--- config.mk ---
export PLATFORM = sky130hd
export DESIGN_NAME = mem_arbiter_flat
export DESIGN_NICKNAME = d
export VERILOG_FILES = /design/src/tcdm_pkg.sv /design/src/mem_req_if.sv /design/src/mem_arbiter.sv /design/src/flat_wrapper.sv
export SDC_FILE = /design/constraint.sdc
export NUM_CORES = 1
export LEC_CHECK = 0
export BUFFER_PORTS_ARGS = -buffer_cell sky130_fd_sc_hd__buf_4
export CAP_MARGIN = 20
export CELL_PAD_IN_SITES_DETAIL_PLACEMENT = 1
export CELL_PAD_IN_SITES_GLOBAL_PLACEMENT = 1
export CORE_AREA = 3 3 99 101
export DETAILED_ROUTE_END_ITERATION = 16
export DIE_AREA = 0 0 102 104
export PLACE_DENSITY = 0.89
export SLEW_MARGIN = 20
export SYNTH_ARGS = -nofsm -noshare
export SYNTH_HDL_FRONTEND = slang
export SYNTH_SLANG_ARGS = --single-unit
--- constraint.sdc ---
create_clock -name clk_i -period 1.3 [get_ports clk_i]
set_input_delay 0.13 -clock clk_i [delete_from_list [all_inputs] [get_ports clk_i]]
set_output_delay 0.13 -clock clk_i [all_outputs]
set_load 0.05 [all_outputs]
--- src/tcdm_pkg.sv ---
`default_nettype none

package tcdm_pkg;

  // data path
  localparam int unsigned TCDM_DATA_W = 32;
  localparam int unsigned TCDM_STRB_W = TCDM_DATA_W / 8;

  // memory organization, words interleaved over the banks
  localparam int unsigned TCDM_BANKS      = 4;
  localparam int unsigned TCDM_BANK_SEL_W = $clog2(TCDM_BANKS);

  // word address, taken from APB address bits 11..2
  localparam int unsigned TCDM_ADDR_W = 10;

  // row in the high bits, bank in the low bits
  typedef struct packed {
    logic [TCDM_ADDR_W-TCDM_BANK_SEL_W-1:0] row;
    logic [TCDM_BANK_SEL_W-1:0]             bank;
  } tcdm_row_bank_t;

  // the same word address, seen flat or split into row and bank
  typedef union packed {
    logic [TCDM_ADDR_W-1:0] index;
    tcdm_row_bank_t         fields;
  } tcdm_word_addr_u;

endpackage

`default_nettype wire

--- src/mem_req_if.sv ---
`default_nettype none

interface mem_req_if;

  // request, held until gnt
  logic                              req;
  logic                              gnt;
  logic                              we;
  tcdm_pkg::tcdm_word_addr_u         addr;
  logic [tcdm_pkg::TCDM_DATA_W-1:0]  wdata;
  logic [tcdm_pkg::TCDM_STRB_W-1:0]  be;

  // read response, one cycle after the grant
  logic                              rvalid;
  logic [tcdm_pkg::TCDM_DATA_W-1:0]  rdata;

  modport requester (
    output req, we, addr, wdata, be,
    input  gnt, rvalid, rdata
  );

  modport responder (
    input  req, we, addr, wdata, be,
    output gnt, rvalid, rdata
  );

endinterface

`default_nettype wire

--- src/mem_arbiter.sv ---
`default_nettype none

module mem_arbiter (
  input  logic         clk_i,
  input  logic         rst_ni,

  mem_req_if.responder req0,
  mem_req_if.responder req1,
  mem_req_if.requester mem
);

  // high when input 1 won the last grant
  logic last_q;
  // input that owns the read now in flight
  logic owner_q;
  logic pick1;

  // input 1 wins when alone, or on a tie if input 0 went last
  assign pick1 = req1.req && (!req0.req || !last_q);

  // forward the chosen request
  assign mem.req   = req0.req || req1.req;
  assign mem.we    = pick1 ? req1.we    : req0.we;
  assign mem.addr  = pick1 ? req1.addr  : req0.addr;
  assign mem.wdata = pick1 ? req1.wdata : req0.wdata;
  assign mem.be    = pick1 ? req1.be    : req0.be;

  assign req0.gnt = mem.gnt && req0.req && !pick1;
  assign req1.gnt = mem.gnt && pick1;

  always_ff @(posedge clk_i or negedge rst_ni) begin
    if (!rst_ni) begin
      // input 0 gets the first tie
      last_q  <= 1'b1;
      owner_q <= 1'b0;
    end else if (mem.req && mem.gnt) begin
      last_q <= pick1;
      if (!mem.we) begin
        owner_q <= pick1;
      end
    end
  end

  // response goes back only to the input that issued the read
  assign req0.rvalid = mem.rvalid && !owner_q;
  assign req1.rvalid = mem.rvalid && owner_q;
  assign req0.rdata  = owner_q ? '0 : mem.rdata;
  assign req1.rdata  = owner_q ? mem.rdata : '0;

  // an input that lost to the other one is served in the next cycle
  a_req0_served_next: assert property (
    @(posedge clk_i) disable iff (!rst_ni)
    (req0.req && req1.gnt) |=> req0.gnt
  ) else $error("input 0 not granted in the cycle after losing");

  a_req1_served_next: assert property (
    @(posedge clk_i) disable iff (!rst_ni)
    (req1.req && req0.gnt) |=> req1.gnt
  ) else $error("input 1 not granted in the cycle after losing");

  // a response on an input needs a granted read from that input one cycle back
  a_rvalid0_after_read: assert property (
    @(posedge clk_i) disable iff (!rst_ni)
    req0.rvalid |-> $past(req0.gnt && !req0.we)
  ) else $error("rvalid on input 0 without a granted read");

  a_rvalid1_after_read: assert property (
    @(posedge clk_i) disable iff (!rst_ni)
    req1.rvalid |-> $past(req1.gnt && !req1.we)
  ) else $error("rvalid on input 1 without a granted read");

endmodule

`default_nettype wire

--- src/flat_wrapper.sv ---
// flat-port wrapper written by rule: the top's interface ports become plain ports
module mem_arbiter_flat 
  (clk_i, rst_ni, req0_req, req0_we, req0_addr, req0_wdata, req0_be, req0_gnt, req0_rvalid, req0_rdata, req1_req, req1_we, req1_addr, req1_wdata, req1_be, req1_gnt, req1_rvalid, req1_rdata, mem_req, mem_we, mem_addr, mem_wdata, mem_be, mem_gnt, mem_rvalid, mem_rdata);
  mem_req_if req0_i ();
  mem_req_if req1_i ();
  mem_req_if mem_i ();
  input  logic clk_i;
  input  logic rst_ni;
  input wire logic [$bits(req0_i.req)-1:0] req0_req;
  input wire logic [$bits(req0_i.we)-1:0] req0_we;
  input wire logic [$bits(req0_i.addr)-1:0] req0_addr;
  input wire logic [$bits(req0_i.wdata)-1:0] req0_wdata;
  input wire logic [$bits(req0_i.be)-1:0] req0_be;
  output wire logic [$bits(req0_i.gnt)-1:0] req0_gnt;
  output wire logic [$bits(req0_i.rvalid)-1:0] req0_rvalid;
  output wire logic [$bits(req0_i.rdata)-1:0] req0_rdata;
  input wire logic [$bits(req1_i.req)-1:0] req1_req;
  input wire logic [$bits(req1_i.we)-1:0] req1_we;
  input wire logic [$bits(req1_i.addr)-1:0] req1_addr;
  input wire logic [$bits(req1_i.wdata)-1:0] req1_wdata;
  input wire logic [$bits(req1_i.be)-1:0] req1_be;
  output wire logic [$bits(req1_i.gnt)-1:0] req1_gnt;
  output wire logic [$bits(req1_i.rvalid)-1:0] req1_rvalid;
  output wire logic [$bits(req1_i.rdata)-1:0] req1_rdata;
  output wire logic [$bits(mem_i.req)-1:0] mem_req;
  output wire logic [$bits(mem_i.we)-1:0] mem_we;
  output wire logic [$bits(mem_i.addr)-1:0] mem_addr;
  output wire logic [$bits(mem_i.wdata)-1:0] mem_wdata;
  output wire logic [$bits(mem_i.be)-1:0] mem_be;
  input wire logic [$bits(mem_i.gnt)-1:0] mem_gnt;
  input wire logic [$bits(mem_i.rvalid)-1:0] mem_rvalid;
  input wire logic [$bits(mem_i.rdata)-1:0] mem_rdata;
  assign req0_i.req = req0_req;
  assign req0_i.we = req0_we;
  assign req0_i.addr = req0_addr;
  assign req0_i.wdata = req0_wdata;
  assign req0_i.be = req0_be;
  assign req0_gnt = req0_i.gnt;
  assign req0_rvalid = req0_i.rvalid;
  assign req0_rdata = req0_i.rdata;
  assign req1_i.req = req1_req;
  assign req1_i.we = req1_we;
  assign req1_i.addr = req1_addr;
  assign req1_i.wdata = req1_wdata;
  assign req1_i.be = req1_be;
  assign req1_gnt = req1_i.gnt;
  assign req1_rvalid = req1_i.rvalid;
  assign req1_rdata = req1_i.rdata;
  assign mem_req = mem_i.req;
  assign mem_we = mem_i.we;
  assign mem_addr = mem_i.addr;
  assign mem_wdata = mem_i.wdata;
  assign mem_be = mem_i.be;
  assign mem_i.gnt = mem_gnt;
  assign mem_i.rvalid = mem_rvalid;
  assign mem_i.rdata = mem_rdata;
  mem_arbiter u_core (.clk_i(clk_i), .rst_ni(rst_ni), .req0(req0_i), .req1(req1_i), .mem(mem_i));
endmodule
==> run metrics, run 1 <==
status=complete, but fails checks; failing checks=setup timing; num rows=35; vias in the first global route=2340; element type at the critical path end=output port; CP max FO=16; post-layout minimum cycle time=1.71 ns; worst r2r dst=u_core.owner_q; gr usage total=0.159; Num CTS Buffers=3; Max Cap Violations=0; Ports=248; CTS sink cnt=2; crit path from=u_core.last_q; WHS Path Cells=2; RSZ-0062 raised after global routing=true; drt first pass iters=4; DP Cell Count=494; syn_area_per_cell=8.28 um2; gpl congestion=0.781; worst vdd ir=415 uV; Final Net Count=542; final setup margin=-0.411 ns; mux cell area share after synthesis=0.457; Pins Over Slew Limit=0; CP max stage cell=dfstp_2; period utilisation layout=1.32; Die Span X=102 um; fin util=0.510; diodes inserted=0; WP data required=1.17 ns; Slew @ Worst Pin=0.187 ns; Synth warnings=0; Yosys top cell by area=mux2_2; DR WL/cell=19.7 um; CORE AREA=9110 um2; Synth cell types=17; die height=104 um; Final Hold Viols=0; worst skew pair latency=0.21 ns; main combinational cell family by area after synthesis=multiplexers; post-synthesis cell count=140; worst path cell trace=a21boi_4 -> buf_12 -> buf_12 -> mux2_4 -> buf_6; initial antenna violation count=0; Die Footprint=10600 um2; Synth top area share=0.428; #FFs+latches synth=2; Critical Path Source Type=flop; grt total ovfl=0; clock edge transition at the registers on the reported setup and hold paths=0.03 ns; total power=5390 uW; htree depth=1; DRC errors left=0; main area contributors after synthesis=mux2_2 (43%), and2_1 (18%), nor2b_1 (16%); CTS tree=yes; Iter 0 DRT Violations=36; pin count of the biggest net entering global routing=30; critical setup path kind=flop to output port; P&R area growth vs syn=301%; PD cells=1160 nW/um2; CTS Buffer Depth=2; share of post-route cells with drive strength above 1=0.961; reg2reg path depth=5; Post-Syn Area=1160 um2; adder-cell share of the synthesized area=0; Worst Hold Margin=0.140 ns; Worst R2R Start=u_core.owner_q; simple logic cell fraction of the synthesized area=0.390; Clock Skew=0.00421 ns; Leak=0.00244 uW; HPWL Detailed=7.10 mm; synthesized net count=272; fillers=960; total number of vias=2136; worst hold path class=input port to flop; Synth Area in XOR/XNOR=0; Worst EP arrival=1.58 ns; Worst Setup EP=mem_wdata[26]; Fmax=584 MHz; Layout Cells excl Fill=520; Vias/cell=4.11; final wirelength=10.2 mm; Synth Area in Compound Gates=0.0346; Initial Util=0.127; cell repeated most along the worst path=buf_12; slew margin rel.=0.875; sequential element share of the synthesized area=0.0443; IO Port Bufs=247; R2R setup slack=0.03 ns; first-pass GRT wire length=13.2 mm; CP peak stage delay=0.54 ns; CTS root buf=clkbuf_8; pre-CTS setup slack=-0.199 ns; ANT nets after route=0; Final setup violation count=115
==> worst max-delay path: cells and delay by family, from the launching register on <==
kind	cells	cell delay [ns]
compound gates	1	0.07
buf+inv	3	0.44
mux	1	0.31
flops	1	0.54
==> synthesized netlist by cell type, drive strengths merged <==
cell	count
nand2b	1
mux2	47
nand2	2
buf	5
o21ai	2
and2b	4
a21oi	1
and2	34
nor2	2
a21boi	1
clkbuf	7
dfstp	1
dfrtp	1
nor2b	30
a31oi	1
inv	1
==> cell type report <==
cell class              count  area, um2  area share
multi-input cells         125       1500       0.323
well taps                 111        139      0.0299
repair buffers            277       2900       0.625
inverters                   1       3.75    0.000808
clock buffers               4       45.0     0.00970
flip-flops and latches      2       52.6      0.0113
==> worst min-delay path by stage <==
stage               startpoint              to  slack (ns)
finish                 mem_gnt   u_core.last_q        0.14
global route           mem_gnt   u_core.last_q        0.15
CTS                    mem_gnt   u_core.last_q        0.14
global placement        rst_ni  u_core.owner_q       -0.08
floorplan               rst_ni  u_core.owner_q       -0.17
detailed placement      rst_ni  u_core.owner_q       -0.08
==> state kept, by name (all words and copies together), names as in the netlist <==
register	flops
u_core.last_q	1
u_core.owner_q	1
==> routing by layer <==
layer / global-route usage / wire length [um] / up-vias
li1: - / - / 998
met1: 0.176 / 3540 / 1010
met2: 0.308 / 5870 / 114
met3: 0.0275 / 624 / 14
met4: 0.0328 / 197 / 0
met5: 0 / 0 / -
==> what timing repair did <==
item                                   CTS  global route
gates resized for setup                139           111
pin swaps                                2             1
cloned                                   5             5
setup buffers                            6             5
endpoints found under the hold margin    2             0
hold buffers                             1             0
setup endpoints to repair               88           116
==> power by group <==
part / internal (uW) / switching [uW] / leakage [uW] / total, uW
combinational: 2350 / 2680 / 0.00240 / 5030
clock: 208 / 49.3 / 0.0000228 / 257
sequential: 82.6 / 26.9 / 0.0000207 / 109
total: 2640 / 2750 / 0.00244 / 5390
==> cells by family (layout without fill, tap and decap cells) <==
group / Yosys count / count (layout)
AOI/OAI and AO/OA: 5 / 5
DFF: 2 / 2
buffers and inverters: 13 / 282
and+or+nand+nor: 73 / 73
muxes: 47 / 47
==> stage by stage <==
stage	area [um2]	TNS (ns)
final	4650	-25.40
after global placement	3380	-6.08
after CTS	4120	-26.86
after detailed placement	3380	-7.68
after floorplan	1370	-3.68
after global routing	4650	-29.69
==> cells in the final DEF (no fill, tap or decap) <==
cell type        n
a21boi_4         1
a21oi_1          1
a31oi_1          1
and2_2           1
and2_4          33
and2b_1          4
buf_12           7
buf_16           4
buf_4          145
buf_6           79
buf_8           36
clkbuf_1         1
clkbuf_16        5
clkbuf_8         3
dfrtp_2          1
dfstp_2          1
dlygate4sd3_1    1
inv_1            1
mux2_4          47
nand2_1          2
nand2b_1         1
nor2_1           1
nor2_2           1
nor2b_1          1
nor2b_4         29
o21ai_0          2
(Power assumes the default switching activity.)
==> run 2, diff against run 1 <==
==> config.mk (replaced) <==
export PLATFORM = sky130hd
export DESIGN_NAME = mem_arbiter_flat
export DESIGN_NICKNAME = d
export VERILOG_FILES = /design/src/tcdm_pkg.sv /design/src/mem_req_if.sv /design/src/mem_arbiter.sv /design/src/flat_wrapper.sv
export SDC_FILE = /design/constraint.sdc
export NUM_CORES = 1
export LEC_CHECK = 0
export ABC_AREA = 1
export CAP_MARGIN = 20
export CELL_PAD_IN_SITES_DETAIL_PLACEMENT = 2
export CELL_PAD_IN_SITES_GLOBAL_PLACEMENT = 2
export CORE_AREA = 3 3 96 98
export DETAILED_ROUTE_END_ITERATION = 16
export DIE_AREA = 0 0 99 101
export DONT_BUFFER_PORTS = 1
export PLACE_DENSITY = 0.72
export SLEW_MARGIN = 20
export SYNTH_ARGS = -nofsm -noshare
export SYNTH_HDL_FRONTEND = slang
export SYNTH_SLANG_ARGS = --single-unit
==> run 2 against run 1 <==
Die area fell by 5.7%. First-iteration DRC count rose by 58%. Largest power group unchanged. Global-route usage rose by 5.0 points. The flow still finishes with violations (setup timing). Critical path type unchanged.
==> run metrics, run 2 <==
Final setup violation count=115; Worst Setup EP=mem_wdata[15]; final wirelength=12.7 mm; total power=4520 uW; Fmax=656 MHz; synth cell count leaders=nand2_1 (178), inv_1 (68), nor2_1 (38), buf_2 (9), buf_6 (4); CTS Buffer Depth=2; Layout Cells excl Fill=500; worst vdd ir=351 uV; share of post-route cells with drive strength above 1=0.760; R2R setup slack=0.09 ns; CTS root buf=clkbuf_8; gr usage total=0.209; Buf/Inv on CP=1; critical path depth in cells=5; fin util=0.490; Num CTS Buffers=3; total number of vias=2311; final setup margin=-0.224 ns; post-layout minimum cycle time=1.52 ns; clock edge transition at the registers on the reported setup and hold paths=0.04 ns; CTS tree=yes; Largest regs=u_core.last_q x1, u_core.owner_q x1; PD cells=1080 nW/um2; worst hold path class=input port to flop; Worst R2R Start=u_core.last_q; #FFs+latches synth=2; cell-internal power=1790 uW; main area contributors after synthesis=nand2_1 (53%), inv_1 (20%), nor2_1 (11%); Iter 0 DRT Violations=57; Yosys top cell by area=nand2_1; Leak=0.00221 uW; Synth top area share=0.532; HPWL Detailed=6.86 mm; DRC errors left=0; Clk pwr share=0.061; CTS sink cnt=2; Net Sw Frac=0.603; Post-synth ARST share=1.00; Max Cap Violations=0; syn_area_per_cell=4.07 um2; synthesized net count=441; CP max FO=20; critical setup path kind=flop to output port; WP data required=1.17 ns; Die Footprint=10000 um2; slew margin rel.=0.709; IO Port Bufs=0; reg2reg path depth=7; most frequent cells in the layout=nand2_4 (89), nand2_1 (51), buf_12 (42); gpl congestion=0.800; drt first pass iters=4; worst r2r dst=u_core.owner_q; first-pass GRT wire length=15.6 mm; pre-CTS setup slack=-0.110 ns; grt total ovfl=0; Worst EP arrival=1.39 ns; top-count cell post-synth=nand2_1; element type at the critical path end=output port; Slew @ Worst Pin=0.436 ns; DP Cell Count=475; Worst Hold Margin=0.0933 ns; Synth warnings=0; CORE AREA=8550 um2; Die Span X=99 um; Post-synth EDFFs=0; RSZ-0062 raised after global routing=true; CP top delay family=flip-flops; Clock Skew=0.0118 ns; most common cell after layout, fill and taps aside=nand2_4; Comb pwr share=0.917; failing checks=setup timing; Post-Syn Area=1260 um2; sequential element share of the synthesized area=0.0408; fillers=887; ANT nets after route=0; period utilisation layout=1.17; Ports=248; Critical Path Source Type=flop; cell repeated most along the worst path=nand2_4; sequential share of power=0.022; CP max stage cell=dfstp_2; status=complete, but fails checks; Post-synth top flop=dfstp_2; Pins Over Slew Limit=0; num rows=34; htree depth=1; worst path cell trace=nand2_4 -> nand2_8 -> buf_12 -> nand2_1 -> nand2_4; initial antenna violation count=0; die height=101 um; pin count of the biggest net entering global routing=31; vias in the first global route=2551; NetSw=2720 uW; Final Net Count=525; CP peak stage delay=0.54 ns; diodes inserted=0; crit path from=u_core.last_q; post-synthesis cell count=309; DR WL/cell=25.4 um; Synth cell types=13; Initial Util=0.147; worst skew pair latency=0.22 ns; P&R area growth vs syn=234%; Vias/cell=4.62; Final Hold Viols=0
-- run 2: changes by cell type in the layout (fill, tap and decap cells not counted), moves of 35 or more --
cell     delta
mux2_4     -47
nand2_4    +89
nand2_1    +49
buf_6      -58
buf_4     -144
buf_12     +35
-- run 2: power groups by stage --
stage          registers [uW]  clock network (uW)  logic (uW)
4_1_cts                  91.9                 267        3850
3_5_place_dp             84.2                   0        2870
3_3_place_gp             83.5                   0        2810
5_1_grt                  99.6                 288        4280
6_report                 97.4                 276        4140
2_1_floorplan            80.4                   0        2020
-- run 2: per-stage QoR --
step                      TNS [ns]  area, um2
after global routing        -23.03       4190
after detailed placement     -3.19       2620
after CTS                   -16.32       3770
final                       -18.21       4190
after global placement      -0.911       2620
after floorplan              -6.19       1540
-- run 2: area by class of cell --
cell class              count  area, um2  share of cell area
multi-input cells         221       1960               0.467
repair buffers             96       1670               0.397
flip-flops and latches      2       52.6              0.0125
inverters                  69        334              0.0797
clock buffers               4       45.0              0.0107
well taps                 108        135              0.0322
-- run 2: per-layer routing --
metal  track usage  part of all wire  vias up
li1              -                 -     1019
met1         0.198              0.31     1089
met2         0.425              0.57      181
met3        0.0630             0.085       22
met4        0.0578             0.028        0
met5             0                 0        -
-- run 2: worst min path at each step --
stage               startpoint             end  slack, ns  depth (start not counted)
global route           req1_we  u_core.owner_q       0.13                          3
finish                 req1_we  u_core.owner_q       0.09                          3
detailed placement      rst_ni  u_core.owner_q      -0.17                          0
CTS                    req1_we  u_core.owner_q       0.09                          3
floorplan               rst_ni  u_core.owner_q      -0.17                          0
global placement        rst_ni  u_core.owner_q      -0.17                          0
-- run 2: logic make-up after synthesis --
family / synth area share
buffers and inverters: 0.293
flip-flops: 0.0408
AND/OR/NAND/NOR: 0.658
AO/OA/AOI/OAI: 0.00797
-- run 2: repair_timing --
item / CTS / global route
pin swaps: 43 / 52
setup buffers: 7 / 4
endpoints found under the setup margin: 115 / 116
resized for setup: 253 / 105
hold buffers: 1 / 0
gates cloned: 9 / 5
endpoints found under the hold margin: 2 / 0
-- run 2: worst reg2reg max path: cells and delay by family, from the launching register on --
kind,cells,cell delay [ns]
simple gates,6,0.44
buf+inv,1,0.16
flops,1,0.54
==> run 3, diff against run 2 <==
--- a/config.mk
+++ b/config.mk
@@ -9,11 +9,12 @@
 export CAP_MARGIN = 20
 export CELL_PAD_IN_SITES_DETAIL_PLACEMENT = 2
 export CELL_PAD_IN_SITES_GLOBAL_PLACEMENT = 2
-export CORE_AREA = 3 3 96 98
+export CORE_AREA = 2 2 95 97
 export DETAILED_ROUTE_END_ITERATION = 16
-export DIE_AREA = 0 0 99 101
+export DIE_AREA = 0 0 97 99
 export DONT_BUFFER_PORTS = 1
 export PLACE_DENSITY = 0.72
+export SKIP_LAST_GASP = 1
 export SLEW_MARGIN = 20
 export SYNTH_ARGS = -nofsm -noshare
 export SYNTH_HDL_FRONTEND = slang
==> run 3 against run 2 <==
The flow still finishes with violations (setup timing). First-iteration DRC count shrank 14%. Count of clock-buffer cells in the layout unchanged. Sequential power about the same. Global-route usage shrank 1.1 points. Die area down 4.0%. Cell area decreased by 3.9%. Worst hold slack improved by 0.053 ns. Clock skew shrank 0.0085 ns. Clock power grew 7.2%. Non-clock buffer count is 2 higher. Total power is 1.1% lower. Final cell count rose by 0.40%.
==> run metrics, run 3 (synthesis gave the netlist of run 2 again) <==
Clock Skew=0.00335 ns; element type at the critical path end=output port; Worst EP arrival=1.45 ns; Slew @ Worst Pin=0.467 ns; Leak=0.00214 uW; Die Footprint=9600 um2; Critical Path Source Type=flop; worst hold path class=input port to flop; Layout Cells excl Fill=502; num rows=34; most common cell after layout, fill and taps aside=nand2_4; WP data required=1.17 ns; grt total ovfl=0; Num CTS Buffers=3; IO Port Bufs=0; Final Net Count=527; total power=4470 uW; RSZ-0062 raised after global routing=true; Initial Util=0.147; gpl congestion=0.853; die height=99 um; setup_tns=-19.27 ns; R2R setup slack=-0.01 ns; Vias/cell=4.61; Largest regs=u_core.last_q x1, u_core.owner_q x1; DR WL/cell=25.5 um; vias in the first global route=2504; final wirelength=12.8 mm; critical setup path kind=flop to output port; Worst R2R Start=u_core.last_q; Pins Over Slew Limit=0; Fmax=632 MHz; diodes inserted=0; post-layout minimum cycle time=1.58 ns; CP max FO=10; initial antenna violation count=0; ANT nets after route=0; reg2reg path depth=7; clock edge transition at the registers on the reported setup and hold paths=0.03 ns; Ports=248; PD cells=1110 nW/um2; period utilisation layout=1.22; drt first pass iters=4; Max Cap Violations=0; Die Span X=97 um; Worst Hold Margin=0.147 ns; DRC errors left=0; CTS root buf=clkbuf_8; most frequent cells in the layout=nand2_4 (71), nand2_1 (62), nand2_2 (44), inv_1 (44), buf_12 (44); HPWL Detailed=6.98 mm; worst r2r dst=u_core.owner_q; first-pass GRT wire length=14.9 mm; total number of vias=2316; DP Cell Count=477; CTS tree=yes; share of post-route cells with drive strength above 1=0.708; Iter 0 DRT Violations=49; status=complete, but fails checks; Final setup violation count=115; Worst Min Path Start=mem_gnt; failing checks=setup timing; CORE AREA=8550 um2; gr usage total=0.197; P&R area growth vs syn=221%; pre-CTS setup slack=-0.112 ns; slew margin rel.=0.688; worst vdd ir=333 uV; fillers=888; CTS Buffer Depth=2; final setup margin=-0.282 ns; WHS Path Cells=2; WHS Endpoint=u_core.last_q; Final Hold Viols=0; worst skew pair latency=0.23 ns; pin count of the biggest net entering global routing=38; CTS sink cnt=2; htree depth=1
run 3: cell count changes in the layout (fill, tap and decap cells not counted), moves of 3 or more:
cell and delta:
buf_16 -3, buf_6 -13, buf_8 +10, clkbuf_16 +4, inv_1 +9, inv_2 +10
inv_4 -19, nand2_1 +11, nand2_2 +12, nand2_4 -18, nand2_8 -5
run 3: worst max-delay path by stage:
stage | from | endpoint | cells past startpoint
floorplan | u_core.owner_q | req0_rdata[10] | 3
CTS | u_core.last_q | mem_wdata[2] | 6
finish | u_core.last_q | mem_we | 6
global placement | u_core.last_q | mem_we | 6
global route | u_core.last_q | mem_we | 6
detailed placement | u_core.last_q | mem_addr[9] | 6
run 3: cell type report:
type | instances | area [um2] | area share
multi-input cells | 221 | 1770 | 0.439
clock buffers | 4 | 45.0 | 0.0112
repair buffers | 98 | 1740 | 0.432
flip-flops and latches | 2 | 52.6 | 0.0130
inverters | 69 | 287 | 0.0711
well taps | 108 | 135 | 0.0335
run 3: power by group:
part           switching [uW]  internal [uW]  leakage [uW]
clock                    84.5            211     0.0000228
combinational            2570           1500       0.00210
sequential               21.2           76.3     0.0000220
run 3: what timing repair did:
item,CTS,global route
setup endpoints to repair,69,115
pin swaps,33,50
hold endpoints to repair,2,0
buffers inserted,6,4
gates resized for setup,90,208
cloned,6,9
hold buffers,1,0
run 3: worst max-delay path: stages, from the launching register on:
cell and delay [ns]:
dfstp_2 0.55, nand2_4 0.08, nand2_8 0.11, buf_12 0.15
nand2_1 0.10, nand2_2 0.10, buf_12 0.14
run 3: stage by stage:
step | util | instance area [um2]
after floorplan | - | 1540
after global placement | 0.308 | 2630
after detailed placement | 0.308 | 2630
after CTS | 0.377 | 3230
after global routing | 0.471 | 4030
final | 0.471 | 4030
run 3: layer usage:
metal	wire length, um	GRT usage	up-vias	part of all wire
met4	306	0.0412	0	0.024
li1	-	-	1022	-
met1	4130	0.188	1114	0.32
met3	1030	0.0532	22	0.080
met2	7330	0.414	158	0.57
met5	0	0	-	0
