**src/tcdm_pkg.sv**
```systemverilog
`default_nettype none

package tcdm_pkg;

  // data path
  localparam int unsigned TCDM_DATA_W = 32;
  localparam int unsigned TCDM_STRB_W = TCDM_DATA_W / 8;

  // memory organization, words interleaved over the banks
  localparam int unsigned TCDM_BANKS      = 4;
  localparam int unsigned TCDM_BANK_SEL_W = $clog2(TCDM_BANKS);

  // word address, taken from APB address bits 11..2
  localparam int unsigned TCDM_ADDR_W = 10;

  // row in the high bits, bank in the low bits
  typedef struct packed {
    logic [TCDM_ADDR_W-TCDM_BANK_SEL_W-1:0] row;
    logic [TCDM_BANK_SEL_W-1:0]             bank;
  } tcdm_row_bank_t;

  // the same word address, seen flat or split into row and bank
  typedef union packed {
    logic [TCDM_ADDR_W-1:0] index;
    tcdm_row_bank_t         fields;
  } tcdm_word_addr_u;

endpackage

`default_nettype wire

```
**src/mem_req_if.sv**
```systemverilog
`default_nettype none

interface mem_req_if;

  // request, held until gnt
  logic                              req;
  logic                              gnt;
  logic                              we;
  tcdm_pkg::tcdm_word_addr_u         addr;
  logic [tcdm_pkg::TCDM_DATA_W-1:0]  wdata;
  logic [tcdm_pkg::TCDM_STRB_W-1:0]  be;

  // read response, one cycle after the grant
  logic                              rvalid;
  logic [tcdm_pkg::TCDM_DATA_W-1:0]  rdata;

  modport requester (
    output req, we, addr, wdata, be,
    input  gnt, rvalid, rdata
  );

  modport responder (
    input  req, we, addr, wdata, be,
    output gnt, rvalid, rdata
  );

endinterface

`default_nettype wire

```
**src/apb_mem_port.sv**
```systemverilog
`default_nettype none

module apb_mem_port #(
  parameter int unsigned BANK_DEPTH = 64
) (
  input  logic                             clk_i,
  input  logic                             rst_ni,

  // APB slave
  input  logic                             psel_i,
  input  logic                             penable_i,
  input  logic                             pwrite_i,
  input  logic [11:0]                      paddr_i,
  input  logic [tcdm_pkg::TCDM_DATA_W-1:0] pwdata_i,
  input  logic [tcdm_pkg::TCDM_STRB_W-1:0] pstrb_i,
  output logic [tcdm_pkg::TCDM_DATA_W-1:0] prdata_o,
  output logic                             pready_o,
  output logic                             pslverr_o,

  mem_req_if.requester                     mem
);

  localparam logic [1:0] ST_IDLE = 2'd0;
  localparam logic [1:0] ST_WAIT = 2'd1;
  localparam logic [1:0] ST_DONE = 2'd2;

  logic [1:0]                state_q;
  logic [1:0]                state_d;
  logic                      err_q;
  logic                      err_d;
  logic                      access;
  logic                      in_range;
  tcdm_pkg::tcdm_word_addr_u word_addr;

  assign word_addr.index = paddr_i[tcdm_pkg::TCDM_ADDR_W+1:2];

  // rows past the configured depth never reach the memory
  assign in_range = 32'(word_addr.fields.row) < BANK_DEPTH;

  // access phase of an APB transfer
  assign access = psel_i && penable_i;

  // request fields come straight from APB, which holds them stable
  assign mem.we    = pwrite_i;
  assign mem.addr  = word_addr;
  assign mem.wdata = pwdata_i;
  assign mem.be    = pstrb_i;

  always_comb begin
    state_d = state_q;
    err_d   = err_q;
    mem.req = 1'b0;
    case (state_q)
      ST_IDLE: begin
        if (access) begin
          if (in_range) begin
            mem.req = 1'b1;
            err_d   = 1'b0;
            state_d = mem.gnt ? ST_DONE : ST_WAIT;
          end else begin
            // out of range, complete right away with an error
            err_d   = 1'b1;
            state_d = ST_DONE;
          end
        end
      end
      ST_WAIT: begin
        // keep asking until the arbiter lets us through
        mem.req = 1'b1;
        if (mem.gnt) begin
          state_d = ST_DONE;
        end
      end
      default: begin
        // ST_DONE lasts one cycle, back to idle for the next setup phase
        state_d = ST_IDLE;
      end
    endcase
  end

  always_ff @(posedge clk_i or negedge rst_ni) begin
    if (!rst_ni) begin
      state_q <= ST_IDLE;
      err_q   <= 1'b0;
    end else begin
      state_q <= state_d;
      err_q   <= err_d;
    end
  end

  assign pready_o  = (state_q == ST_DONE);
  assign pslverr_o = pready_o && err_q;

  // read data arrives together with the completion cycle
  assign prdata_o = mem.rvalid ? mem.rdata : '0;

  // the master must still be in its access phase when we complete
  a_pready_in_access: assert property (
    @(posedge clk_i) disable iff (!rst_ni)
    pready_o |-> (psel_i && penable_i)
  ) else $error("pready raised outside an APB access phase");

endmodule

`default_nettype wire

```
**src/flat_wrapper.sv**
```systemverilog
// flat-port wrapper written by rule: the top's interface ports become plain ports
module apb_mem_port_flat 
#(
  parameter int unsigned BANK_DEPTH = 64
)
  (clk_i, rst_ni, psel_i, penable_i, pwrite_i, paddr_i, pwdata_i, pstrb_i, prdata_o, pready_o, pslverr_o, mem_req, mem_we, mem_addr, mem_wdata, mem_be, mem_gnt, mem_rvalid, mem_rdata);
  mem_req_if mem_i ();
  input  logic clk_i;
  input  logic rst_ni;
  input  logic psel_i;
  input  logic penable_i;
  input  logic pwrite_i;
  input  logic [11:0] paddr_i;
  input  logic [tcdm_pkg::TCDM_DATA_W-1:0] pwdata_i;
  input  logic [tcdm_pkg::TCDM_STRB_W-1:0] pstrb_i;
  output logic [tcdm_pkg::TCDM_DATA_W-1:0] prdata_o;
  output logic pready_o;
  output logic pslverr_o;
  output wire logic [$bits(mem_i.req)-1:0] mem_req;
  output wire logic [$bits(mem_i.we)-1:0] mem_we;
  output wire logic [$bits(mem_i.addr)-1:0] mem_addr;
  output wire logic [$bits(mem_i.wdata)-1:0] mem_wdata;
  output wire logic [$bits(mem_i.be)-1:0] mem_be;
  input wire logic [$bits(mem_i.gnt)-1:0] mem_gnt;
  input wire logic [$bits(mem_i.rvalid)-1:0] mem_rvalid;
  input wire logic [$bits(mem_i.rdata)-1:0] mem_rdata;
  assign mem_req = mem_i.req;
  assign mem_we = mem_i.we;
  assign mem_addr = mem_i.addr;
  assign mem_wdata = mem_i.wdata;
  assign mem_be = mem_i.be;
  assign mem_i.gnt = mem_gnt;
  assign mem_i.rvalid = mem_rvalid;
  assign mem_i.rdata = mem_rdata;
  apb_mem_port #(.BANK_DEPTH(BANK_DEPTH)) u_core (.clk_i(clk_i), .rst_ni(rst_ni), .psel_i(psel_i), .penable_i(penable_i), .pwrite_i(pwrite_i), .paddr_i(paddr_i), .pwdata_i(pwdata_i), .pstrb_i(pstrb_i), .prdata_o(prdata_o), .pready_o(pready_o), .pslverr_o(pslverr_o), .mem(mem_i));
endmodule
```
**config.mk**
```make
export PLATFORM = sky130hd
export DESIGN_NAME = apb_mem_port_flat
export DESIGN_NICKNAME = d
export VERILOG_FILES = /design/src/tcdm_pkg.sv /design/src/mem_req_if.sv /design/src/apb_mem_port.sv /design/src/flat_wrapper.sv
export SDC_FILE = /design/constraint.sdc
export NUM_CORES = 1
export LEC_CHECK = 0
export BUFFER_PORTS_ARGS = -buffer_cell sky130_fd_sc_hd__buf_2
export CAP_MARGIN = 5
export CORE_AREA = 2 2 66 68
export DETAILED_ROUTE_END_ITERATION = 7
export DIE_AREA = 0 0 68 70
export GPL_TIMING_DRIVEN = 0
export PLACE_DENSITY = 0.66
export SYNTH_ARGS = -nofsm -noshare
export SYNTH_HDL_FRONTEND = slang
export SYNTH_SLANG_ARGS = --single-unit
```
**constraint.sdc**
```tcl
create_clock -name clk_i -period 0.95 [get_ports clk_i]
set_input_delay 0.095 -clock clk_i [delete_from_list [all_inputs] [get_ports clk_i]]
set_output_delay 0.095 -clock clk_i [all_outputs]
set_load 0.03 [all_outputs]
```
==> results of run 1 <==
-- state kept, by name (all words and copies together), names as in the netlist --
signal,flops
u_core.err_q,1
u_core.state_q,2
-- worst reg2reg max path, stage by stage, from the launching register on --
cell and delay [ns]:
sky130_fd_sc_hd__dfrtp_1 0.39, sky130_fd_sc_hd__buf_6 0.13, sky130_fd_sc_hd__and4bb_2 0.29, sky130_fd_sc_hd__mux2i_1 0.18
-- kinds of logic (layout without fill, tap and decap cells) --
family | after synthesis | count (layout)
flip-flops | 3 | 3
multiplexers | 1 | 1
AND/OR/NAND/NOR | 37 | 37
AO/OA/AOI/OAI | 5 | 5
buffers and inverters | 53 | 183
-- layout make-up --
type | instances | area, um^2
Inverter | 3 | 11.26
Buffer | 50 | 367.9
Tap cell | 52 | 65.06
Multi-Input combinational cell | 43 | 306.5
Fill cell | 457 | 2604
Clock buffer | 4 | 45.04
Sequential cell | 3 | 76.32
Timing Repair Buffer | 126 | 668.1
-- stage by stage --
step | TNS (ns) | hold WS, ns | util [%] | instance area (um^2)
global route | -0.7695 | 0.06354 | 37.17 | 1540
detailed placement | -0.1358 | -0.1053 | 34.18 | 1416
global placement | -0.08405 | -0.1096 | 34.18 | 1416
floorplan | -0.06542 | -0.2006 | - | 745.7
CTS | -0.6301 | 0.05097 | 36.99 | 1533
finish | -0.5934 | 0.05695 | 37.17 | 1540
-- path summary, 6_finish.rpt --
kind                              startpoint                 to  cells past startpoint
min in group asynchronous             rst_ni       u_core.err_q                      2
max in group asynchronous             rst_ni  u_core.state_q[0]                      2
setup reg to reg           u_core.state_q[1]       u_core.err_q                      3
setup / recovery           u_core.state_q[0]          pslverr_o                      3
hold reg to reg                 u_core.err_q       u_core.err_q                      2
hold / removal                       mem_gnt  u_core.state_q[0]                      2
-- report_power, final --
part / leakage [nW] / total [W] / internal, W / switching (W)
clock network: 0.0228 / 0.000366 / 0.000286 / 0.0000798
registers: 0.0356 / 0.000150 / 0.000141 / 0.00000935
logic: 0.903 / 0.000930 / 0.000393 / 0.000537
-- metal layers --
layer,GRT usage [%],up-vias,wire (um),share of wire (%)
li1,-,519,-,-
met1,8.145,426,704,29
met2,18.45,97,1320,54
met3,0.8052,2,408,17
met4,4.667,0,27,1.1
met5,0,-,0,0
-- layout by cell type (no fill, tap or decap) --
master	count
sky130_fd_sc_hd__dlygate4sd3_1	1
sky130_fd_sc_hd__nor2_1	1
sky130_fd_sc_hd__a211oi_2	2
sky130_fd_sc_hd__and2_1	32
sky130_fd_sc_hd__clkbuf_2	3
sky130_fd_sc_hd__inv_2	1
sky130_fd_sc_hd__clkbuf_1	1
sky130_fd_sc_hd__buf_4	50
sky130_fd_sc_hd__mux2i_1	1
sky130_fd_sc_hd__buf_2	118
sky130_fd_sc_hd__buf_6	4
sky130_fd_sc_hd__nor2b_4	1
sky130_fd_sc_hd__and2_4	1
sky130_fd_sc_hd__a21oi_2	1
sky130_fd_sc_hd__a21oi_1	1
sky130_fd_sc_hd__dfrtp_1	2
sky130_fd_sc_hd__nand4bb_1	1
sky130_fd_sc_hd__and4bb_2	1
sky130_fd_sc_hd__o21bai_1	1
sky130_fd_sc_hd__dfrtp_2	1
sky130_fd_sc_hd__clkbuf_8	3
sky130_fd_sc_hd__inv_1	2
-- timing repair --
action	4_1_cts	5_1_grt
hold endpoints to repair	3	0
endpoints found under the setup margin	7	26
resized for setup	12	5
gates cloned	0	0
pin swaps	2	0
buffers inserted	4	0
hold buffers	1	0
==> results, run 1 <==
- CTS built an H-tree with a depth of 1.
- The cell type with the highest aggregate area in the netlist is sky130_fd_sc_hd__buf_4.
- At the placement stage, the worst setup path has a slack of -0.05896 ns.
- The worst setup path is launched from a flip-flop.
- The count of nets left with antenna violations after detail routing is 0.
- Power spread over the standard cell area amounts to 938.8 mW/mm^2.
- The synthesized netlist devotes 0% of its cell area to adder and majority cells.
- The peak clock frequency supported by timing is 0.8986 GHz.
- The sum of overflow across all layers after global routing is 0.
- The largest net degree at the start of global routing is 11.
- The xor and xnor fraction of the mapped netlist area is 0%.
- For the pin with the worst max-slew slack, the measured transition is 0.1638 ns.
- The main combinational cell family by area after synthesis is buffers and inverters.
- The post-synthesis async set-or-reset flop share is 100.0%.
- For the finished layout, the period the worst path requires is 1.113 ns.
- Ranked by total cell area, the synthesized netlist is headed by sky130_fd_sc_hd__buf_4 48%, sky130_fd_sc_hd__and2_1 28%, sky130_fd_sc_hd__dfrtp_1 10%.
- The count of maximum capacitance violations is 0.
- Setup slack on the worst reg-to-reg path comes out at -0.11 ns.
- At the worst endpoint, the required time is 0.85 ns.
- Sequential cells were found to cover 10.24% of the synthesized design area.
- The post-layout worst setup margin is -0.1629 ns.
- The count of synthesis-stage warnings from yosys is 0.
- The number of buffers on the longest clock path is 2.
- The worst-case IR drop observed on VDD is 0.0002727 V.
- The total count of hold-check failures in the final report is 0.
- The clock insertion delay at the later pin of the skew report is 0.21 ns.
- Counting both buffers and inverters, the worst setup path holds a total of 1.
- The number of global-route vias before repair was 939.
- The number of pins with negative max-slew slack in the final report is 0.
- For this configuration, the core starts out at a cell density of 17.69%.
- The first-pass detailed-route iteration total is 4.
- Port buffering added 121 buffers.
- The largest clock skew in the final design is 0.002354 ns.
- The average vias per placed instance is 3.715.
- The detailed-route wire length is 2460 um.
- The average wire per cell in the routed design is 8.754 um.
- In the final design database the tool counted 317 nets.
- Setup repair after global routing could not meet its margin everywhere.
- 169 I/O pins were placed.
- The prevailing post-synth register cell is sky130_fd_sc_hd__dfrtp_1.
- The total power is 0.001446 W.
- The kind of end point of the critical path is an output port.
- The number of rows in the core area is 24.
- The checks that failed: negative setup slack.
- TritonCTS built the clock tree.
- Global routing used 9.041% of the available tracks.
- The tightest min-delay check is of the input port to flip-flop type.
- The final clock period utilization by the worst path is 117.1%.
- Clock tree synthesis inserted a total of 3 buffers.
- 0 antenna diodes ended up in the layout.
- The number of register bits inferred by synthesis is 3.
- In this run, synthesis inferred 0 flip-flops with an integrated enable.
- The number of nets in the synthesized netlist is 186.
- Along the worst path, the maximum fanout reaches 4.
- The initial antenna violation count was 0.
- The slowest stage of the critical path belongs to the cell sky130_fd_sc_hd__dfrtp_2.
- The delay contributed by the slowest stage of the critical path is 0.43 ns.
- The count of non-filler cells in the finished layout is 281.
- By startpoint and endpoint, the worst setup path is classified as flip-flop to output port.
- In this run the static leakage power is 0.9614 nW.
- The number of instances in the synthesized netlist is 99.
- Summing over every cut layer, the via total after detailed routing is 1044.
- The post-detailed-placement half-perimeter wirelength is 2191 um.
- The synthesized area per cell is 7.406 um^2.
- After clock tree synthesis, the clock-pin slew on the worst setup and hold paths is 0.03 ns.
- The die is 68 um wide.
- The kind of cell with the highest combined delay along the critical path is flip-flops.
- The fraction of post-synthesis cell area in the top cell type by area is 48.12%.
- The floorplan step defined a die boundary enclosing 0.004760 mm^2.
- Summing the areas of all and, or, nand and nor instances in the mapped netlist gives 32.76% of the synthesized area.
- Summing the areas of all compound-gate instances in the mapped netlist gives 4.437% of the synthesized area.
- Measured against the total synthesized area, the mux share comes to 1.365%.
- In this run, distinct cell masters in the synthesized netlist total 13.
- Headroom to the max-slew limit came out at 89.06%.
- The count of unresolved DRC violations after routing is 0.
- The area of the core is 0.004144 mm^2.
- The post-route netlist has 81.22% of its cells at a drive strength greater than 1.
- The cell chosen for the clock root is sky130_fd_sc_hd__clkbuf_8.
- The total setup violations reported at the end of the flow is 5.
- The area growth from synthesis to layout is 110.1%.
- Once placement completed, the tool counted placed cells totaling 272.
- In the post-synthesis netlist, the cell with the most instances is sky130_fd_sc_hd__buf_4.
- The mapped netlist covers 733.2 um^2.
- The first routing iteration left 7 violations.
- The flow ran to the end, but the final reports show violations.
- The first global-routing pass estimated 3443 um of wire.
- The die height is 70 um.
- By count the netlist is led by 47 x sky130_fd_sc_hd__buf_4, 33 x sky130_fd_sc_hd__and2_1, 3 x sky130_fd_sc_hd__clkbuf_1, 3 x sky130_fd_sc_hd__dfrtp_1, 3 x sky130_fd_sc_hd__inv_1.
- The TritonCTS sink count is 3.
- The final estimated routing congestion in global placement is 0.8151.
- STA puts the critical path data arrival time at 1.02 ns.
- Traced cell by cell, the critical path runs through nor2b_4 -> and2_4 -> buf_6.
(Power assumes the default switching activity.)
==> inputs of run 2 (changes only) <==
- ABC_AREA: not set -> 1
- CORE_AREA: 2 2 66 68 -> 2 2 65 67
- DIE_AREA: 0 0 68 70 -> 0 0 67 69
- PLACE_DENSITY: 0.66 -> 0.7
- SETUP_SLACK_MARGIN: not set -> 0.15
- SKIP_CTS_REPAIR_TIMING: not set -> 1
==> results, run 2 <==
- Failing checks: negative setup slack (unchanged).
- The largest net degree at the start of global routing is 11 (unchanged).
- The sequential element share of the synthesized area came to 9.539% (was 10.24%).
- The worst max-slew margin expressed relative to the limit is 85.60% (was 89.06%).
- The met1 routed wirelength after detailed routing is 999 um (was 704 um).
- The slack of the worst reg-to-reg path came to -0.04 ns (was -0.11 ns).
- The total count of hold-check failures in the final report came to 0 (unchanged).
- The detailed-route wire length came to 2928 um (was 2460 um).
- The final total negative setup slack is -0.5117 ns (was -0.5934 ns).
- The relative area change from synthesis to final layout was 106.0% (was 110.1%).
- Setup repair after global routing missed its margin: yes (unchanged).
- The synthesized area per cell is 5.745 um^2 (was 7.406 um^2).
- The largest register by flop count is u_core.state_q (unchanged).
- The shortest clock period the worst path allows after layout is 1.166 ns (was 1.113 ns).
- The post-detailed-placement cell area was 0.001465 mm^2 (was 0.001416 mm^2).
- The largest vdd supply drop came to 0.0003184 V (was 0.0002727 V).
- The fraction of post-synthesis cell area in the top cell type by area is 44.83% (was 48.12%).
- The area of the core was 0.003914 mm^2 (was 0.004144 mm^2).
- The transition at the pin with the smallest max-transition slack is 0.2152 ns (was 0.1638 ns).
- The average wire per cell in the routed design is 9.208 um (was 8.754 um).
- The total setup violations reported at the end of the flow is 5 (unchanged).
- The beginning of the worst hold path is mem_gnt (unchanged).
- The initial antenna violation count is 0 (unchanged).
- The filler cell count is 423 (was 457).
- The count of antenna diodes in the layout is 0 (unchanged).
- The number of pins with negative max-slew slack in the final report is 0 (unchanged).
- The worst path arrival time is 1.07 ns (was 1.02 ns).
- The number of global-route vias before repair is 918 (was 939).
- Outcome: complete, but fails checks (unchanged).
- The startpoint type of the worst setup path is a flip-flop (unchanged).
- The detailed-routed wire length on met3 is 356 um (was 408 um).
- The power density over the cells is 925.8 mW/mm^2 (was 938.8 mW/mm^2).
- The clock insertion delay at the later pin of the skew report is 0.21 ns (about the same).
- The cell type with the highest aggregate area in the netlist is sky130_fd_sc_hd__buf_4 (unchanged).
- The leakage power is 1.219 nW (was 0.9614 nW).
- The capture point of the worst reg-to-reg path was u_core.err_q (unchanged).
- The count of synthesis-stage warnings from yosys came to 0 (unchanged).
- The sum of overflow across all layers after global routing is 0 (unchanged).
- The met2 wire length came to 1572 um (was 1320 um).
- The layout net count is 356 (was 317).
- The count of maximum capacitance violations is 0 (unchanged).
- The number of rows in the core area is 23 (was 24).
- List of most frequent post-synthesis cells: 47 x sky130_fd_sc_hd__buf_4, 39 x sky130_fd_sc_hd__nand2_1, 36 x sky130_fd_sc_hd__inv_1 (was 47 x sky130_fd_sc_hd__buf_4, 33 x sky130_fd_sc_hd__and2_1, 3 x sky130_fd_sc_hd__clkbuf_1, 3 x sky130_fd_sc_hd__dfrtp_1, 3 x sky130_fd_sc_hd__inv_1).
- Commonest cells after routing, fill and taps aside: 105 x sky130_fd_sc_hd__buf_2, 56 x sky130_fd_sc_hd__buf_4, 36 x sky130_fd_sc_hd__nand2_1 (was 118 x sky130_fd_sc_hd__buf_2, 50 x sky130_fd_sc_hd__buf_4, 32 x sky130_fd_sc_hd__and2_1).
- The post-layout worst setup margin came to -0.2159 ns (was -0.1629 ns).
- The number of synthesized flops with an enable pin is 0 (unchanged).
- The library cell with the highest instance count after synthesis is sky130_fd_sc_hd__buf_4 (unchanged).
- The number of instances in the synthesized netlist is 137 (was 99).
- The number of nets in the synthesized netlist is 224 (was 186).
- The number of port buffers was 121 (unchanged).
- The average vias per placed instance came to 3.560 (was 3.715).
- The number of top-level pins was 169 (unchanged).
- The width of the die is 67 um (was 68 um).
- The TritonCTS clock tree is yes (unchanged).
- The clock-pin slew of the registers on the worst-case setup and hold paths came to 0.03 ns (about the same).
- The highest layer used for signal routing is met3 (was met4).
- The routed via count is 1132 (was 1044).
- The area of the die is 0.004623 mm^2 (was 0.004760 mm^2).
- The largest fanout of any net on the critical path is 4 (unchanged).
- The H-tree depth was 1 (unchanged).
- The peak clock frequency supported by timing is 0.8577 GHz (was 0.8986 GHz).
- The leading cell type in the layout, fill and taps excluded is sky130_fd_sc_hd__buf_2 (unchanged).
- The kind of end point of the critical path is an output port (unchanged).
- Biggest area contributors in the synthesized netlist: sky130_fd_sc_hd__buf_4 45%, sky130_fd_sc_hd__nand2_1 19%, sky130_fd_sc_hd__inv_1 17% (was sky130_fd_sc_hd__buf_4 48%, sky130_fd_sc_hd__and2_1 28%, sky130_fd_sc_hd__dfrtp_1 10%).
- The post-synthesis instance area is 787.0 um^2 (was 733.2 um^2).
- The required time at the worst-slack endpoint is 0.85 ns (about the same).
- The total track usage is 10.18% (was 9.041%).
- The number of flip-flops under the largest register name is 2 (unchanged).
- The die height came to 69 um (was 70 um).
- The area occupied by multi-input gates is 212.7 um^2 (was 306.5 um^2).
- The count of unresolved DRC violations after routing is 0 (unchanged).
- The global-route wire length before repair came to 3815 um (was 3443 um).
- The end point of the most critical hold path is u_core.state_q[0] (unchanged).
- Top Registers: u_core.state_q: 2 flops, u_core.err_q: 1 flops (unchanged).
- The effective utilization at floorplan is 20.11% (was 17.69%).
- The number of distinct standard cells referenced by the synthesized netlist is 12 (was 13).
- The post-detailed-placement half-perimeter wirelength is 2446 um (was 2191 um).
- The first-pass detailed-route iteration total is 4 (unchanged).
- The reg-to-reg startpoint is u_core.state_q[0] (was u_core.state_q[1]).
- The area taken by flip-flops and latches is 75.07 um^2 (was 76.32 um^2).
- The number of buffers created by CTS is 3 (unchanged).
- The count of cells along the worst hold path was 2 (unchanged).
- The core occupancy in the finished layout is 41.43% (was 37.17%).
- The final estimated routing congestion in global placement is 0.7036 (was 0.8151).
- The count of nets left with antenna violations after detail routing is 0 (unchanged).
- The post-synthesis async set-or-reset flop share was 100.0% (unchanged).
- The count of routing violations after the opening detailed-route iteration is 13 (was 7).
- The largest clock skew in the final design is 0.001412 ns (was 0.002354 ns).
- The kind of path behind the tightest hold check is input port to flip-flop (unchanged).
- The TritonCTS sink count is 3 (unchanged).
- The share of layout cells above drive strength 1 is 69.40% (was 81.22%).
- The number of register bits inferred by synthesis is 3 (unchanged).
- The cell chosen for the clock root is sky130_fd_sc_hd__clkbuf_8 (unchanged).
- The cell area after layout is 0.001622 mm^2 (was 0.001540 mm^2).
- The final clock period utilization by the worst path is 122.7% (was 117.1%).
- The number of buffers on the longest clock path is 2 (unchanged).
- The critical path start-end classification was flip-flop to output port (unchanged).
- The depth of the worst register-to-register path is 5 (was 3).
- The prevailing post-synth register cell was sky130_fd_sc_hd__dfrtp_1 (unchanged).
==> run 2: changes by cell type in the layout (fill, tap and decap cells not counted), sizes merged, moves of 2 or more <==
cell and delta:
nand2 +39, and2 -33, inv +33, clkbuf +6, buf -5, a211oi -2
nor2 +2, o21ai +2
==> run 2: routing by layer <==
layer / vias to the layer above / global-route usage (%)
met3: 0 / 3.589
met1: 464 / 10.28
li1: 593 / -
met4: 0 / 2.721
met2: 75 / 19.03
met5: - / 0
==> run 2: metrics by stage <==
step           cells  setup slack (ns)  total power (W)  hold slack (ns)
2_1_floorplan    137            0.1033        0.0008048          -0.2006
3_3_place_gp     308          -0.02263         0.001067          -0.1087
3_5_place_dp     308          -0.01664         0.001074          -0.1079
4_1_cts          312           -0.2476         0.001455          -0.3353
5_1_grt          318           -0.2498         0.001590           0.1446
6_report         318           -0.2159         0.001501           0.1392
==> run 2: area by class of cell <==
cell class	instances	share of cell area, %
plain buffers	50	23.84
clock buffers	4	2.778
inverters	36	8.333
multi-input cells	48	13.12
flip-flops and latches	3	4.630
well taps	50	3.858
repair buffers	127	43.44
==> run 2: worst max-delay path by stage <==
stage / from / endpoint / slack, ns / cells after the start
final: u_core.state_q[0] / mem_req / -0.22 / 4
after floorplan: u_core.state_q[0] / mem_req / 0.10 / 3
after global routing: u_core.state_q[0] / mem_req / -0.25 / 4
after global placement: u_core.state_q[0] / mem_req / -0.02 / 4
after detailed placement: u_core.state_q[0] / mem_req / -0.02 / 4
after CTS: u_core.state_q[0] / mem_req / -0.25 / 4
==> run 2: kinds of logic (layout without fill, tap and decap cells) <==
group | count (synthesis) | after routing | share of synthesized area, %
flip-flops | 3 | 3 | 9.539
AND/OR/NAND/NOR | 44 | 44 | 21.46
buffers and inverters | 86 | 217 | 66.30
AO/OA/AOI/OAI | 4 | 4 | 2.701
==> run 2: critical path: stages (launching register included) <==
cell and delay, ns:
sky130_fd_sc_hd__dfrtp_1 0.43, sky130_fd_sc_hd__nor2_2 0.15, sky130_fd_sc_hd__nand3_1 0.09, sky130_fd_sc_hd__nand2_2 0.07, sky130_fd_sc_hd__buf_6 0.12
==> run 2: where the power goes <==
group | switching, W | internal (W) | total (W)
registers | 0.0000142 | 0.000143 | 0.000157
clock network | 0.0000827 | 0.000286 | 0.000369
logic | 0.000576 | 0.000399 | 0.000976
==> inputs of run 3 (changes only) <==
- CTS_BUF_LIST: not set -> sky130_fd_sc_hd__clkbuf_8
==> results, run 3 (synthesis results as in run 2) <==
- The largest fanout of any net on the critical path is 4 (unchanged).
- The worst-path cell with the longest stage delay was sky130_fd_sc_hd__dfrtp_1 (unchanged).
- CP cell instances: nor2_2 -> nand3_1 -> nand2_2 -> buf_6 (unchanged).
- The worst path arrival time is 1.07 ns (about the same).
- The total track usage was 10.18% (unchanged).
- The post-detailed-placement half-perimeter wirelength is 2446 um (unchanged).
- The post-detailed-placement cell area is 0.001465 mm^2 (unchanged).
- Commonest cells after routing, fill and taps aside: 105 x sky130_fd_sc_hd__buf_2, 56 x sky130_fd_sc_hd__buf_4, 36 x sky130_fd_sc_hd__nand2_1, 36 x sky130_fd_sc_hd__inv_1, 9 x sky130_fd_sc_hd__clkbuf_4 (was 105 x sky130_fd_sc_hd__buf_2, 56 x sky130_fd_sc_hd__buf_4, 36 x sky130_fd_sc_hd__nand2_1).
- The routed via count is 1132 (unchanged).
- The number of rows in the core area is 23 (unchanged).
- The number of pins with negative max-slew slack in the final report is 0 (unchanged).
- The relative area change from synthesis to final layout is 106.0% (unchanged).
- The post-layout worst setup margin was -0.2159 ns (unchanged).
- The startpoint type of the worst setup path is a flip-flop (unchanged).
- The largest net degree at the start of global routing was 11 (unchanged).
- The leakage power is 1.223 nW (was 1.219 nW).
- The leading cell type in the layout, fill and taps excluded was sky130_fd_sc_hd__buf_2 (unchanged).
- The critical path buffer and inverter count is 1 (unchanged).
- The global-route met1 utilization is 10.28% (unchanged).
- The count of nets left with antenna violations after detail routing is 0 (unchanged).
- The number of global-route vias before repair was 918 (unchanged).
- The kind of end point of the critical path is an output port (unchanged).
- The kind of path behind the tightest hold check is input port to flip-flop (unchanged).
- The met3 track demand over resource in global routing is 3.589% (unchanged).
- Outcome: complete, but fails checks (unchanged).
- The number of buffers created by CTS is 3 (unchanged).
- The average wire per cell in the routed design is 9.211 um (was 9.208 um).
- The global-route met2 utilization is 19.03% (unchanged).
- The first-pass detailed-route iteration total is 4 (unchanged).
- The effective utilization at floorplan came to 20.11% (unchanged).
- The transition at the pin with the smallest max-transition slack is 0.2152 ns (unchanged).
- The total count of hold-check failures in the final report is 0 (unchanged).
- The layout net count came to 356 (unchanged).
- The critical path start-end classification is flip-flop to output port (unchanged).
- The count of antenna diodes in the layout is 0 (unchanged).
- The TritonCTS clock tree is yes (unchanged).
- The count of maximum capacitance violations was 0 (unchanged).
- The clock-pin slew of the registers on the worst-case setup and hold paths is 0.03 ns (about the same).
- The number of buffers on the longest clock path is 2 (unchanged).
- The capture point of the worst reg-to-reg path was u_core.err_q (unchanged).
- The cell chosen for the clock root is sky130_fd_sc_hd__clkbuf_8 (unchanged).
- The count of cells along the worst hold path is 2 (unchanged).
- The global-route wire length before repair is 3815 um (unchanged).
- The total setup violations reported at the end of the flow is 5 (unchanged).
- The number of top-level pins is 169 (unchanged).
- The power density over the cells is 919.6 mW/mm^2 (was 925.8 mW/mm^2).
- The worst max-slew margin expressed relative to the limit is 85.60% (unchanged).
- The area of the die is 0.004623 mm^2 (unchanged).
- The area of the core is 0.003914 mm^2 (unchanged).
- Setup repair after global routing missed its margin: yes (unchanged).
- The family of cells with the greatest summed delay on the critical path was flip-flops (unchanged).
- The clock insertion delay at the later pin of the skew report is 0.21 ns (about the same).
- The largest clock skew in the final design is 0.0009139 ns (was 0.001412 ns).
- The share of layout cells above drive strength 1 is 69.40% (unchanged).
- The depth of the worst register-to-register path is 5 (unchanged).
- The worst-case setup slack after placement is -0.01664 ns (unchanged).
- The shortest clock period the worst path allows after layout was 1.166 ns (unchanged).
- The delay contributed by the slowest stage of the critical path is 0.43 ns (about the same).
- The number of flip-flops under the largest register name came to 2 (unchanged).
- The largest register by flop count is u_core.state_q (unchanged).
- The final estimated routing congestion in global placement is 0.7036 (unchanged).
- The die height is 69 um (unchanged).
- The width of the die is 67 um (unchanged).
- The number of port buffers is 121 (unchanged).
- Top Registers: u_core.state_q: 2 flops, u_core.err_q: 1 flops (unchanged).
- The initial antenna violation count is 0 (unchanged).
- The highest-utilization routing layer at the global route stage is met2 (unchanged).
- The average vias per placed instance was 3.560 (unchanged).
- The peak clock frequency supported by timing is 0.8577 GHz (unchanged).
- The required time at the worst-slack endpoint is 0.85 ns (about the same).
- The cell area after layout is 0.001622 mm^2 (unchanged).
- The H-tree depth is 1 (unchanged).
- The TritonCTS sink count was 3 (unchanged).
- The beginning of the worst hold path was mem_gnt (unchanged).
- The count of routing violations after the opening detailed-route iteration is 13 (unchanged).
- The count of unresolved DRC violations after routing is 0 (unchanged).
- The slack of the worst reg-to-reg path was -0.04 ns (about the same).
- The largest vdd supply drop is 0.0003184 V (about the same).
- The sum of overflow across all layers after global routing is 0 (unchanged).
- The detailed-route wire length was 2929 um (was 2928 um).
- The final clock period utilization by the worst path is 122.7% (unchanged).
- Failing checks: negative setup slack (unchanged).
- The reg-to-reg startpoint is u_core.state_q[0] (unchanged).
- The core occupancy in the finished layout is 41.43% (unchanged).
- The end point of the most critical hold path is u_core.state_q[0] (unchanged).
run 3: cell count changes in the layout (fill, tap and decap cells not counted):
cell	delta
sky130_fd_sc_hd__clkbuf_1	-1
sky130_fd_sc_hd__inv_1	+1
run 3: area by class of cell:
class,instances,area (um^2)
plain buffers,50,386.6
clock buffers,3,41.29
inverters,36,135.1
clock inverters,1,3.754
flip-flops and latches,3,75.07
repair buffers,127,704.4
multi-input cells,48,212.7
fillers,423,2292
well taps,50,62.56
run 3: metrics by stage:
step	hold WS, ns	total power (W)	setup TNS [ns]	std cells
6_report	0.1392	0.001491	-0.5111	318
5_1_grt	0.1446	0.001579	-0.7089	318
4_1_cts	-0.3359	0.001445	-0.5275	312
3_5_place_dp	-0.1079	0.001074	-0.01664	308
3_3_place_gp	-0.1087	0.001067	-0.02263	308
2_1_floorplan	-0.2006	0.0008048	0	137
run 3: where the power goes:
group | total (W) | switching [W] | internal, W
Clock | 0.000359 | 0.0000836 | 0.000275
Sequential | 0.000157 | 0.0000142 | 0.000143
Combinational | 0.000976 | 0.000576 | 0.000399
run 3: worst max path at each step:
| stage | start | endpoint | cells past startpoint |
|---|---|---|---|
| floorplan | u_core.state_q[0] | mem_req | 3 |
| global placement | u_core.state_q[0] | mem_req | 4 |
| detailed placement | u_core.state_q[0] | mem_req | 4 |
| CTS | u_core.state_q[0] | mem_req | 4 |
| global route | u_core.state_q[0] | mem_req | 4 |
| finish | u_core.state_q[0] | mem_req | 4 |
run 3: per-layer routing:
layer  vias to the layer above  wire length [um]
met5                         -                 0
li1                        593                 -
met2                        75              1572
met3                         0               356
met4                         0                 0
met1                       464              1000
